`config.mk`:
```
export PLATFORM = sky130hd
export DESIGN_NAME = uart_rx_top
export DESIGN_NICKNAME = d
export VERILOG_FILES = /design/src/logic/uart_rx_pkg.sv /design/src/logic/baud_tick_gen.sv /design/src/logic/receiver_fifo.sv /design/src/logic/rx_shift_reg.sv /design/src/logic/uart_rx_fsm.sv /design/src/logic/uart_rx_top.sv
export VERILOG_INCLUDE_DIRS = /design/src /design/src/logic
export SDC_FILE = /design/constraint.sdc
export NUM_CORES = 1
export LEC_CHECK = 0
export BUFFER_PORTS_ARGS = -buffer_cell sky130_fd_sc_hd__buf_2
export CAP_MARGIN = 40
export CORE_UTILIZATION = 55
export CTS_BUF_LIST = sky130_fd_sc_hd__clkbuf_4 sky130_fd_sc_hd__clkbuf_8 sky130_fd_sc_hd__clkbuf_16
export DETAILED_ROUTE_END_ITERATION = 16
export PLACE_DENSITY_LB_ADDON = 0.2
export SLEW_MARGIN = 20
export SYNTH_ARGS = -nofsm -noshare
export SYNTH_HDL_FRONTEND = slang
export SYNTH_HIERARCHICAL = 1
export SYNTH_SLANG_ARGS = --single-unit
```
`constraint.sdc`:
```
create_clock -name clk -period 3.07 [get_ports clk]
set_input_delay 0.1535 -clock clk [delete_from_list [all_inputs] [get_ports clk]]
set_output_delay 0.1535 -clock clk [all_outputs]
set_load 0.01 [all_outputs]
```
`src/logic/uart_rx_defines.svh`:
```
`ifndef UART_RX_DEFINES_SVH
`define UART_RX_DEFINES_SVH

// receiver oversampling, ticks per serial bit
`define UART_OVERSAMPLE 16

// tick index of the middle of a bit
`define UART_SAMPLE_POINT 7

// receive FIFO geometry, depth must stay a power of two
`define UART_FIFO_DEPTH 8
`define UART_FIFO_PTR_W 3

`endif

```
`src/logic/uart_rx_pkg.sv`:
```
`default_nettype none

`include "uart_rx_defines.svh"

package uart_rx_pkg;

    typedef logic [7:0]  uart_data_t;  // received character, right aligned
    typedef logic [15:0] baud_div_t;   // clocks per oversampling tick

    // 0 -> 5 data bits ... 3 -> 8 data bits
    typedef logic [1:0]  data_bits_t;

    typedef logic [3:0]  bit_cnt_t;    // bits received in the current field

    typedef logic [`UART_FIFO_PTR_W-1:0] fifo_ptr_t;

    typedef enum logic [2:0] {
        IDLE,
        START,
        DATA,
        PARITY,
        STOP
    } rx_state_t;

endpackage

`default_nettype wire

```
`src/logic/baud_tick_gen.sv`:
```
`timescale 1ns/1ps
`default_nettype none

module baud_tick_gen (
    input  logic                   clk,
    input  logic                   reset_n,
    input  uart_rx_pkg::baud_div_t baud_div_i,
    output logic                   tick_o
);

    uart_rx_pkg::baud_div_t cnt_q;
    logic                   reload;

    // zero only right after reset, so the first reload happens at once
    assign reload = (cnt_q <= uart_rx_pkg::baud_div_t'(1));

    always_ff @(posedge clk or negedge reset_n) begin
        if (!reset_n) begin
            cnt_q <= '0;
        end else if (reload) begin
            cnt_q <= baud_div_i;  // new divisor picked up here
        end else begin
            cnt_q <= cnt_q - 1'b1;
        end
    end

    assign tick_o = (cnt_q == uart_rx_pkg::baud_div_t'(1));

endmodule

`default_nettype wire

```
`src/logic/receiver_fifo.sv`:
```
`timescale 1ns/1ps
`default_nettype none

`include "uart_rx_defines.svh"

module receiver_fifo (
    input  logic                    clk,
    input  logic                    reset_n,
    input  uart_rx_pkg::uart_data_t fifo_rx_i,
    input  logic                    fifo_rx_push_i,
    input  logic                    fifo_rx_pop_i,
    input  logic                    fifo_rx_reset_i,
    output uart_rx_pkg::uart_data_t fifo_rx_o,
    output logic                    fifo_rx_empty_o,
    output logic                    fifo_rx_full_o
);

    localparam int unsigned CNT_W = `UART_FIFO_PTR_W + 1;

    uart_rx_pkg::uart_data_t mem [`UART_FIFO_DEPTH];
    uart_rx_pkg::fifo_ptr_t  wr_ptr_q;
    uart_rx_pkg::fifo_ptr_t  rd_ptr_q;
    logic [CNT_W-1:0]        count_q;
    logic                    do_push;
    logic                    do_pop;

    assign fifo_rx_empty_o = (count_q == '0);
    assign fifo_rx_full_o  = (count_q == CNT_W'(`UART_FIFO_DEPTH));

    assign do_push = fifo_rx_push_i && !fifo_rx_full_o;   // dropped when full
    assign do_pop  = fifo_rx_pop_i && !fifo_rx_empty_o;

    always_ff @(posedge clk) begin
        if (do_push && !fifo_rx_reset_i) begin
            mem[wr_ptr_q] <= fifo_rx_i;
        end
    end

    always_ff @(posedge clk or negedge reset_n) begin
        if (!reset_n) begin
            wr_ptr_q <= '0;
            rd_ptr_q <= '0;
            count_q  <= '0;
        end else if (fifo_rx_reset_i) begin
            wr_ptr_q <= '0;  // flush in one clock
            rd_ptr_q <= '0;
            count_q  <= '0;
        end else begin
            if (do_push) begin
                wr_ptr_q <= wr_ptr_q + 1'b1;
            end
            if (do_pop) begin
                rd_ptr_q <= rd_ptr_q + 1'b1;
            end
            case ({do_push, do_pop})
                2'b10:   count_q <= count_q + 1'b1;
                2'b01:   count_q <= count_q - 1'b1;
                default: count_q <= count_q;
            endcase
        end
    end

    // show-ahead head, incoming word passes straight through when empty
    assign fifo_rx_o = fifo_rx_empty_o ? fifo_rx_i : mem[rd_ptr_q];

endmodule

`default_nettype wire

```
`src/logic/rx_shift_reg.sv`:
```
`timescale 1ns/1ps
`default_nettype none

module rx_shift_reg (
    input  logic                    clk,
    input  logic                    reset_n,
    input  logic                    shift_i,
    input  logic                    clear_i,
    input  logic                    bit_i,
    input  uart_rx_pkg::data_bits_t data_bit_num_i,
    output uart_rx_pkg::uart_data_t data_o,
    output logic                    parity_o
);

    uart_rx_pkg::uart_data_t shift_q;
    logic                    parity_q;
    logic [1:0]              align;

    // lsb arrives first and ends up lowest once all bits are in
    always_ff @(posedge clk or negedge reset_n) begin
        if (!reset_n) begin
            shift_q  <= '0;
            parity_q <= 1'b0;
        end else if (clear_i) begin
            shift_q  <= '0;
            parity_q <= 1'b0;
        end else if (shift_i) begin
            shift_q  <= {bit_i, shift_q[7:1]};
            parity_q <= parity_q ^ bit_i;  // running xor of data bits
        end
    end

    // N bits sit in the top N positions, move them down by 8 - N
    assign align  = 2'd3 - data_bit_num_i;
    assign data_o = shift_q >> align;

    assign parity_o = parity_q;

endmodule

`default_nettype wire

```
`src/logic/uart_rx_fsm.sv`:
```
`timescale 1ns/1ps
`default_nettype none

`include "uart_rx_defines.svh"

module uart_rx_fsm (
    input  logic                    clk,
    input  logic                    reset_n,
    input  logic                    rx_en_i,
    input  logic                    tick_i,
    input  logic                    rx_i,
    input  logic                    parity_en_i,
    input  logic                    parity_type_i,
    input  logic                    stop_bit_num_i,
    input  uart_rx_pkg::data_bits_t data_bit_num_i,
    input  logic                    parity_i,
    output logic                    shift_o,
    output logic                    clear_o,
    output logic                    bit_o,
    output logic                    data_valid_o,
    output logic                    parity_err_o,
    output logic                    stop_bit_err_o
);

    localparam logic [3:0] SAMPLE_TICK = 4'(`UART_SAMPLE_POINT);
    localparam logic [3:0] LAST_TICK   = 4'(`UART_OVERSAMPLE - 1);

    uart_rx_pkg::rx_state_t state_q;
    logic [3:0]             os_cnt_q;   // tick index inside the current bit
    uart_rx_pkg::bit_cnt_t  bit_cnt_q;
    uart_rx_pkg::bit_cnt_t  n_bits;
    logic                   par_err_q;  // held until the frame completes
    logic                   stop_err_q;
    logic                   start_seen;
    logic                   mid_bit;
    logic                   end_bit;

    assign n_bits     = 4'd5 + {2'b00, data_bit_num_i};
    assign start_seen = rx_en_i && (state_q == uart_rx_pkg::IDLE) && tick_i && !rx_i;
    assign mid_bit    = tick_i && (os_cnt_q == SAMPLE_TICK);
    assign end_bit    = tick_i && (os_cnt_q == LAST_TICK);

    // shift register control
    assign clear_o = start_seen;
    assign shift_o = rx_en_i && (state_q == uart_rx_pkg::DATA) && mid_bit;
    assign bit_o   = rx_i;

    always_ff @(posedge clk or negedge reset_n) begin
        if (!reset_n) begin
            state_q        <= uart_rx_pkg::IDLE;
            os_cnt_q       <= '0;
            bit_cnt_q      <= '0;
            par_err_q      <= 1'b0;
            stop_err_q     <= 1'b0;
            data_valid_o   <= 1'b0;
            parity_err_o   <= 1'b0;
            stop_bit_err_o <= 1'b0;
        end else begin
            data_valid_o <= 1'b0;
            if (tick_i) begin
                os_cnt_q <= os_cnt_q + 4'd1;  // wraps at the end of each bit
            end
            if (!rx_en_i) begin
                state_q <= uart_rx_pkg::IDLE;  // abort whatever is in flight
            end else begin
                case (state_q)
                    uart_rx_pkg::IDLE: begin
                        if (start_seen) begin
                            state_q    <= uart_rx_pkg::START;
                            os_cnt_q   <= 4'd1;  // this tick was tick 0
                            bit_cnt_q  <= '0;
                            par_err_q  <= 1'b0;
                            stop_err_q <= 1'b0;
                        end
                    end
                    uart_rx_pkg::START: begin
                        if (mid_bit && rx_i) begin
                            state_q <= uart_rx_pkg::IDLE;  // glitch, not a start bit
                        end else if (end_bit) begin
                            state_q <= uart_rx_pkg::DATA;
                        end
                    end
                    uart_rx_pkg::DATA: begin
                        if (mid_bit) begin
                            bit_cnt_q <= bit_cnt_q + 4'd1;
                        end
                        if (end_bit && (bit_cnt_q == n_bits)) begin
                            state_q   <= parity_en_i ? uart_rx_pkg::PARITY : uart_rx_pkg::STOP;
                            bit_cnt_q <= '0;
                        end
                    end
                    uart_rx_pkg::PARITY: begin
                        // even parity expects the data xor, odd its inverse
                        if (mid_bit) begin
                            par_err_q <= (rx_i != (parity_i ^ parity_type_i));
                        end
                        if (end_bit) begin
                            state_q <= uart_rx_pkg::STOP;
                        end
                    end
                    uart_rx_pkg::STOP: begin
                        if (mid_bit) begin
                            if (stop_bit_num_i && (bit_cnt_q == '0)) begin
                                stop_err_q <= ~rx_i;  // first of two stop bits
                                bit_cnt_q  <= 4'd1;
                            end else begin
                                state_q        <= uart_rx_pkg::IDLE;
                                data_valid_o   <= 1'b1;
                                parity_err_o   <= par_err_q;
                                stop_bit_err_o <= stop_err_q | ~rx_i;
                            end
                        end
                    end
                    default: state_q <= uart_rx_pkg::IDLE;
                endcase
            end
        end
    end

endmodule

`default_nettype wire

```
`src/logic/uart_rx_top.sv`:
```
`timescale 1ns/1ps
`default_nettype none

module uart_rx_top (
    input  logic                    clk,
    input  logic                    reset_n,
    input  logic                    rx_en_i,
    input  uart_rx_pkg::baud_div_t  baud_div_i,
    input  logic                    parity_type_i,
    input  logic                    parity_en_i,
    input  logic                    tx_i,           // serial line, idle high
    input  logic                    stop_bit_num_i,
    input  uart_rx_pkg::data_bits_t data_bit_num_i,
    input  logic                    fifo_en_i,
    input  logic                    fifo_rx_pop_i,
    input  logic                    fifo_rx_reset_i,
    output uart_rx_pkg::uart_data_t data_o,
    output logic                    data_o_valid,
    output logic                    parity_err_o,
    output logic                    stop_bit_err_o,
    output logic                    fifo_rx_empty_o,
    output logic                    fifo_rx_overrun
);

    logic                    tick;
    logic                    shift;
    logic                    clear;
    logic                    rx_bit;
    uart_rx_pkg::uart_data_t rx_data;
    logic                    rx_parity;
    logic                    rx_valid;
    logic                    fifo_push;
    uart_rx_pkg::uart_data_t fifo_out;
    logic                    fifo_full;
    logic                    pop_d;
    logic                    pop_fall;

    baud_tick_gen tick_gen0 (
        .clk        (clk),
        .reset_n    (reset_n),
        .baud_div_i (baud_div_i),
        .tick_o     (tick)
    );

    uart_rx_fsm fsm0 (
        .clk            (clk),
        .reset_n        (reset_n),
        .rx_en_i        (rx_en_i),
        .tick_i         (tick),
        .rx_i           (tx_i),
        .parity_en_i    (parity_en_i),
        .parity_type_i  (parity_type_i),
        .stop_bit_num_i (stop_bit_num_i),
        .data_bit_num_i (data_bit_num_i),
        .parity_i       (rx_parity),
        .shift_o        (shift),
        .clear_o        (clear),
        .bit_o          (rx_bit),
        .data_valid_o   (rx_valid),
        .parity_err_o   (parity_err_o),
        .stop_bit_err_o (stop_bit_err_o)
    );

    rx_shift_reg shift_reg0 (
        .clk            (clk),
        .reset_n        (reset_n),
        .shift_i        (shift),
        .clear_i        (clear),
        .bit_i          (rx_bit),
        .data_bit_num_i (data_bit_num_i),
        .data_o         (rx_data),
        .parity_o       (rx_parity)
    );

    assign fifo_push = fifo_en_i & rx_valid;

    receiver_fifo fifo0 (
        .clk             (clk),
        .reset_n         (reset_n),
        .fifo_rx_i       (rx_data),
        .fifo_rx_push_i  (fifo_push),
        .fifo_rx_pop_i   (fifo_rx_pop_i),
        .fifo_rx_reset_i (fifo_rx_reset_i),
        .fifo_rx_o       (fifo_out),
        .fifo_rx_empty_o (fifo_rx_empty_o),
        .fifo_rx_full_o  (fifo_full)
    );

    always_ff @(posedge clk or negedge reset_n) begin
        if (!reset_n) begin
            pop_d <= 1'b0;
        end else begin
            pop_d <= fifo_rx_pop_i;
        end
    end

    assign pop_fall        = pop_d & ~fifo_rx_pop_i;  // host finished a pop
    assign fifo_rx_overrun = fifo_push & fifo_full;   // word is lost

    always_comb begin
        if (fifo_en_i) begin
            data_o       = fifo_out;
            data_o_valid = (fifo_rx_empty_o & rx_valid) | (~fifo_rx_empty_o & pop_fall);
        end else begin
            data_o       = rx_data;
            data_o_valid = rx_valid;
        end
    end

endmodule

`default_nettype wire

```
==> summary.md, run 1 <==
| Metric | Value |
|---|---|
| All-Layer GR Usage | `22.1%` |
| Flop-to-flop setup slack | `0.14 ns` |
| Syn_nets | `around 500` |
| DR pass1 iterations | `5` |
| Placement Cell Area | `0.00632 mm2` |
| Hpwl dp | `around 7.5 mm` |
| Unrepaired setup endpoints after global routing | `false` |
| Area contributors post-synth | `edfxtp_1 (32%), dfrtp_1 (22%), mux2i_1 (6.0%), mux4_2 (6.0%), mux2_4 (5.0%)` |
| Crit-path cells | `or4_1, nor4_4, and3_1, nand4b_1, or4b_4, mux2_4` |
| Htree depth | `4` |
| Final setup viols | `0` |
| Worst r2r src | `tick_gen0/cnt_q[4]` |
| Period minus WS final | `slightly below 3 ns` |
| Yosys cell types | `67` |
| Final Max Tran Viols | `0` |
| Yosys reg bits | `between 100 and 150` |
| Syn_area_per_cell | `around 13 um2` |
| Final period util | `95.5%` |
| Warnings from Yosys | `6` |
| Comb power frac | `12.2%` |
| Commonest non-fill, non-tap cells in the layout | `edfxtp_1 (64), dfrtp_1 (52), nor2_1 (42)` |
| Worst path max stage delay | `~0.63 ns` |
| Ports | `a little over 40` |
| Initial antenna violation count | `0` |
| Clock-pin slew on the worst setup and hold paths | `about 0.060 ns` |
| Seq pwr share | `between 40% and 50%` |
| Hold WS | `between 0.07 and 0.08 ns` |
| CTS Sinks | `between 100 and 150` |
| Overall power | `~4.4 mW` |
| Die Width | `between 100 and 150 um` |
| Share of flip-flops with an asynchronous set or reset | `approximately 45%` |
| DIE HEIGHT | `approximately 110 um` |
| Routed wire per std cell | `between 15 and 20 um` |
| Clock power share | `approximately 46%` |
| Sum of buffers and inverters on the critical path | `0` |
| Mapped Area | `between 0.005 and 0.006 mm2` |
| Clock Path Buffers | `2` |
| Total core area | `0.0104 mm2` |
| Routability Congestion | `roughly 0.9` |
| Fin area | `a little over 0.007 mm2` |
| Seq/Total Area, Yosys | `between 50 and 60%` |
| TritonCTS clock tree | `yes` |
| Hold_sp | `baud_div_i[15]` |
| Routed WL | `around 12 mm` |
| Synth top area share | `roughly a third` |
| Largest net degree at the start of global routing | `29` |
| Most common flop cell mapped by yosys | `edfxtp_1` |
| Worst Hold Class | `input port to flop` |
| Drc violations | `0` |
| Critical path type | `flop to flop` |
| Worst relative slew slack | `about 43%` |
| WP data arrival | `between 3 and 4 ns` |
| Cells after Synth | `between 400 and 500` |
| Commonest non-fill, non-tap cell in the layout | `edfxtp_1` |
| Nets | `560` |
| Overflow after GRT | `0` |
| Worst clock skew | `0.00775 ns` |
| Die area | `roughly 0.011 mm2` |
| Setup_tns | `0 ns` |
| Reg2Reg Capture Point | `fsm0/stop_bit_err_o` |
| # port buffers | `40` |
| Status | `finished, final reports clean` |
| Area leader, netlist | `edfxtp_1` |
| Worst slew pin tran | `0.836 ns` |
| Area delta synth->final | `19.3%` |
| Root Buffer | `clkbuf_8` |
| WHS Endpoint | `tick_gen0/cnt_q[15]` |
| CTS Buf Count | `17` |
| Reg2reg path depth | `6` |
| Initial drt markers | `207` |
| EDFF count, synth | `64` |
| Via/cell ratio | `between 5 and 6` |
| # diodes | `0` |
| Cell with the largest stage delay on the worst path | `or4b_4` |
| CP Data Required Time | `around 3.5 ns` |
| Worst-path fanout max | `5` |
| Leak | `2.74 nW` |
| Share of layout cells above drive strength 1 | `about 29%` |
| Pwr per Cell Area | `615 mW/mm2` |
| Setup Buffers After CTS | `0` |
| Routed vias | `3823` |
| Max cap viols | `0` |
| # rows | `37` |
| Sw Share | `25.5%` |
| Final Hold Viols | `0` |
| Final ANT Viol Nets | `0` |
| Clock Latency Late Sink | `roughly 0.5 ns` |
| First-pass GRT wire length | `approximately 19 mm` |
| Critical path capture point type | `flop` |
| Fmax | `around 0.34 GHz` |
| Initial Util | `57.5%` |
| Family with the most delay on the worst path | `simple AND/OR/NAND/NOR gates` |
| Switching power | `about 1.1 mW` |
| VDD IR max | `0.364 mV` |
| Hold Crit Depth | `3` |
| Worst Setup Start Kind | `flop` |
| P_int | `~3.3 mW` |
| Number of global-route vias before repair | `~3800` |
-- layer usage --
layer	share of wire [%]	wire length (um)	track usage, %
met1	44	5050	28.0
met3	4.0	463	4.23
met5	0	0	0
met2	51	5900	37.8
met4	1.3	155	8.13
-- through the flow --
| stage | worst slack (ns) | instances | utilization, % |
|---|---|---|---|
| after global routing | 0.0636 | 671 | 68.6 |
| after floorplan | 0.248 | 449 | - |
| after detailed placement | 0.171 | 619 | 60.7 |
| after global placement | 0.252 | 619 | 60.7 |
| final | 0.137 | 671 | 68.6 |
| after CTS | 0.164 | 671 | 68.5 |
-- kinds of logic (layout without fill, tap and decap cells) --
| logic type | after synthesis | after routing | synth area share [%] |
|---|---|---|---|
| AND/OR/NAND/NOR | 133 | 133 | 12.2 |
| AO/OA/AOI/OAI | 54 | 54 | 6.46 |
| multiplexers | 80 | 80 | 18.6 |
| XOR/XNOR | 25 | 25 | 3.66 |
| adder cells (fa/ha/maj) | 10 | 10 | 2.09 |
| buffers and inverters | 31 | 117 | 3.18 |
| flip-flops | 116 | 116 | 53.9 |
-- final cells by class --
cell class / instances / area, um2
Fill cell: 722 / 3270
Sequential cell: 116 / 3220
Timing Repair Buffer: 76 / 520
Clock buffer: 17 / 414
Clock inverter: 15 / 196
Inverter: 9 / 33.8
Multi-Input combinational cell: 302 / 2580
Tap cell: 136 / 170
-- worst max path at each step --
| stage | startpoint | end | slack (ns) | cells past startpoint |
|---|---|---|---|---|
| 5_1_grt | tick_gen0/cnt_q[8] | fsm0/bit_cnt_q[2] | 0.06 | 8 |
| 2_1_floorplan | tick_gen0/cnt_q[4] | fsm0/parity_err_o | 0.25 | 8 |
| 4_1_cts | tick_gen0/cnt_q[4] | fsm0/stop_bit_err_o | 0.16 | 6 |
| 6_report | tick_gen0/cnt_q[4] | fsm0/stop_bit_err_o | 0.14 | 6 |
| 3_3_place_gp | tick_gen0/cnt_q[4] | fsm0/parity_err_o | 0.25 | 6 |
| 3_5_place_dp | tick_gen0/cnt_q[4] | fsm0/stop_bit_err_o | 0.17 | 6 |
-- power groups by stage --
stage | Combinational, mW | Sequential, mW | Clock, mW
final | 0.536 | 1.85 | 2.00
after global routing | 0.585 | 1.86 | 2.11
after CTS | 0.528 | 1.85 | 2.04
after detailed placement | 0.505 | 1.88 | 0
after global placement | 0.492 | 1.87 | 0
after floorplan | 0.410 | 1.84 | 0
-- Yosys cell counts, drive strengths merged, types with 2 or more instances --
library cell and n:
a21bo 2, a21o 2, a21oi 9, a31oi 5, a32oi 2, and2 2, and2b 2, and3 5
and4bb 2, buf 20, clkbuf 2, dfrtp 52, edfxtp 64, ha 10, inv 9, mux2 28
mux2i 36, mux4 16, nand2 24, nand2b 9, nand3 5, nand3b 4, nand4 2, nand4b 2
nor2 43, nor2b 7, nor3 12, nor4 3, o21ai 19, o21bai 2, o41ai 3, or2 2
or3 2, or4 3, xnor2 10, xor2 15
-- flip-flops by register name (all words and copies together) (netlist names) --
signal               flops
shift_reg0/shift_q       8
fifo0/wr_ptr_q           3
fsm0/stop_bit_err_o      1
fsm0/bit_cnt_q           4
fifo0/rd_ptr_q           3
fsm0/state_q             3
fsm0/par_err_q           1
pop_d                    1
fifo0/mem               64
fifo0/count_q            4
shift_reg0/parity_o      1
fsm0/data_valid_o        1
tick_gen0/cnt_q         16
fsm0/parity_err_o        1
fsm0/stop_err_q          1
fsm0/os_cnt_q            4
-- tightest hold or removal path: cells and delay by family --
| kind | cells | cell delay [ns] |
|---|---|---|
| AOI/OAI and AO/OA | 1 | 0.16 |
| muxes | 1 | 0.14 |
| buffers and inverters | 1 | 0.08 |
-- what timing repair did --
item,CTS,global route
hold buffers,20,0
endpoints found under the hold margin,53,0
endpoints found under the setup margin,0,1
resized for setup,0,1
Power figures use the tool's default switching activity.
==> run 2, diff against run 1 <==
Settings changed: PLACE_DENSITY from default to 0.83, PLACE_DENSITY_LB_ADDON 0.2 to default.
==> summary.md, run 2 (same netlist as run 1, synthesis figures left out) <==
| Metric | Value |
|---|---|
| Status | `finished, final reports clean` |
| Setup slack at placement | `between 0.15 and 0.2 ns` |
| Clock-pin slew on the worst setup and hold paths | `~0.060 ns` |
| Clock Path Buffers | `2` |
| Family with the most delay on the worst path | `simple AND/OR/NAND/NOR gates` |
| Crit-path cells | `or4_1, nor4_4, and3_1, buf_4, and3_1, nand4_1, o21ai_2, nand3b_1, o41ai_2` |
| Number of global-route vias before repair | `between 4000 and 5000` |
| DIE HEIGHT | `~110 um` |
| Cell with the largest stage delay on the worst path | `or4_1` |
| First-pass GRT wire length | `between 20 and 25 mm` |
| Routed WL | `about 12 mm` |
| Commonest non-fill, non-tap cells in the layout | `edfxtp_1 (64), dfrtp_1 (52), nor2_1 (42)` |
| Max cap viols | `0` |
| Routed vias | `~4000` |
| All-Layer GR Usage | `a little under a quarter` |
| Highest metal used | `met4` |
| # rows | `37` |
| Period minus WS final | `roughly 3 ns` |
| Worst-path fanout max | `7` |
| Via/cell ratio | `between 5 and 6` |
| Routability Congestion | `0.888` |
| Total core area | `between 0.01 and 0.015 mm2` |
| Cell Count, Final, Fillers Out | `672` |
| VDD IR max | `a little under 0.4 mV` |
| Worst Setup Start Kind | `flop` |
| Clock Latency Late Sink | `0.51 ns` |
| Routed wl met2 | `6.36 mm` |
| Hpwl dp | `approximately 7.8 mm` |
| Placement Cell Area | `roughly 0.0063 mm2` |
| DR pass1 iterations | `5` |
| Leak | `approximately 2.7 nW` |
| Final ANT Viol Nets | `0` |
| Die Width | `106 um` |
| Critical path capture point type | `flop` |
| Max FFs per register | `64` |
| Worst relative slew slack | `between 40% and 50%` |
| Placed cell count | `between 600 and 700` |
| DRT met1 WL | `~5.1 mm` |
| Worst Hold Class | `input port to flop` |
| Area delta synth->final | `19.2%` |
| Final setup viols | `0` |
| Root Buffer | `clkbuf_8` |
| Htree depth | `4` |
| Worst setup margin | `a little under 0.09 ns` |
| Initial antenna violation count | `0` |
| Overflow after GRT | `0` |
| CTS Buf Count | `17` |
| # diodes | `0` |
| Largest Register | `fifo0/mem` |
| Critical path type | `flop to flop` |
| Ports | `a little over 40` |
| WP data arrival | `approximately 3.4 ns` |
| Worst slew pin tran | `approximately 0.83 ns` |
| Fmax | `0.335 GHz` |
| # port buffers | `40` |
| Die area | `approximately 0.011 mm2` |
| Top flop regs | `fifo0/mem x64, tick_gen0/cnt_q x16, shift_reg0/shift_q x8` |
| Final Max Tran Viols | `0` |
| Commonest non-fill, non-tap cell in the layout | `edfxtp_1` |
| Worst path max stage delay | `approximately 0.61 ns` |
| Worst clock skew | `between 0.008 and 0.009 ns` |
| Final Hold Viols | `0` |
| Initial Util | `between 50% and 60%` |
| Routed wire per std cell | `about 18 um` |
| Share of layout cells above drive strength 1 | `between 20% and 30%` |
| CP Data Required Time | `between 3 and 4 ns` |
| Largest net degree at the start of global routing | `35` |
| Initial drt markers | `approximately 260` |
| Final period util | `a little over nine tenths` |
| Pwr per Cell Area | `~600 mW/mm2` |
| Sum of buffers and inverters on the critical path | `1` |
| Drc violations | `0` |
| TritonCTS clock tree | `yes` |
| CTS Sinks | `116` |
| Fin area | `0.00713 mm2` |
| Most used cell, CP | `and3_1` |
| Overall power | `around 4.3 mW` |
| Nets | `561` |
| Met3 wire len | `between 700 and 800 um` |
==> run 2: cell types whose count changed in the layout (fill, tap and decap cells not counted), moves of 2 or more <==
cell | previous run | this run
clkinv_4 | 5 | 0
inv_8 | 1 | 3
bufinv_16 | 3 | 1
buf_4 | 16 | 14
inv_6 | 5 | 9
==> run 2: final timing paths <==
check,startpoint,end,slack [ns],depth (start not counted)
setup / recovery,tick_gen0/cnt_q[4],fsm0/state_q[0],0.09,9
hold / removal,baud_div_i[15],tick_gen0/cnt_q[15],0.05,3
setup reg to reg,tick_gen0/cnt_q[4],fsm0/state_q[0],0.09,9
hold reg to reg,tick_gen0/cnt_q[15],tick_gen0/cnt_q[15],0.51,1
max in group asynchronous,reset_n,fifo0/rd_ptr_q[2],1.83,5
min in group asynchronous,reset_n,shift_reg0/shift_q[2],0.52,3
==> run 2: what timing repair did <==
item | 4_1_cts | 5_1_grt
endpoints found under the hold margin | 62 | 2
hold buffers | 20 | 1
gates resized for setup | 0 | 3
setup buffers | 0 | 1
setup endpoints to repair | 0 | 3
==> run 2: through the flow <==
stage               utilization, %  hold slack [ns]  TNS (ns)
floorplan                        -           -0.142         0
global placement              60.5            0.258         0
detailed placement            60.5            0.281         0
CTS                           67.9           0.0232         0
global route                  68.5           0.0274    -0.104
finish                        68.5           0.0488         0
==> run 2: layout make-up <==
type	count	area, um2
multi-input cells	302	2590
clock buffers	17	414
clock inverters	15	158
well taps	136	170
flip-flops and latches	116	3220
inverters	9	33.8
fillers	715	3290
repair buffers	77	543
==> run 2: per-layer routing <==
layer / track usage, % / up-vias
met5: 0 / -
met4: 9.13 / 0
met3: 4.84 / 18
met2: 39.3 / 150
met1: 30.3 / 2005
li1: - / 1828
==> run 2: worst reg2reg max path: stages (launching register included) <==
cell and delay [ns]:
dfrtp_1 0.41, or4_1 0.61, nor4_4 0.36, and3_1 0.26, buf_4 0.17, and3_1 0.19, nand4_1 0.12, o21ai_2 0.26
nand3b_1 0.19, o41ai_2 0.33
==> run 2: power by group <==
group	switching, mW	internal [mW]	leakage [nW]	total, mW
clock	0.783	1.11	0.278	1.89
combinational	0.263	0.287	1.33	0.550
sequential	0.126	1.73	1.12	1.85
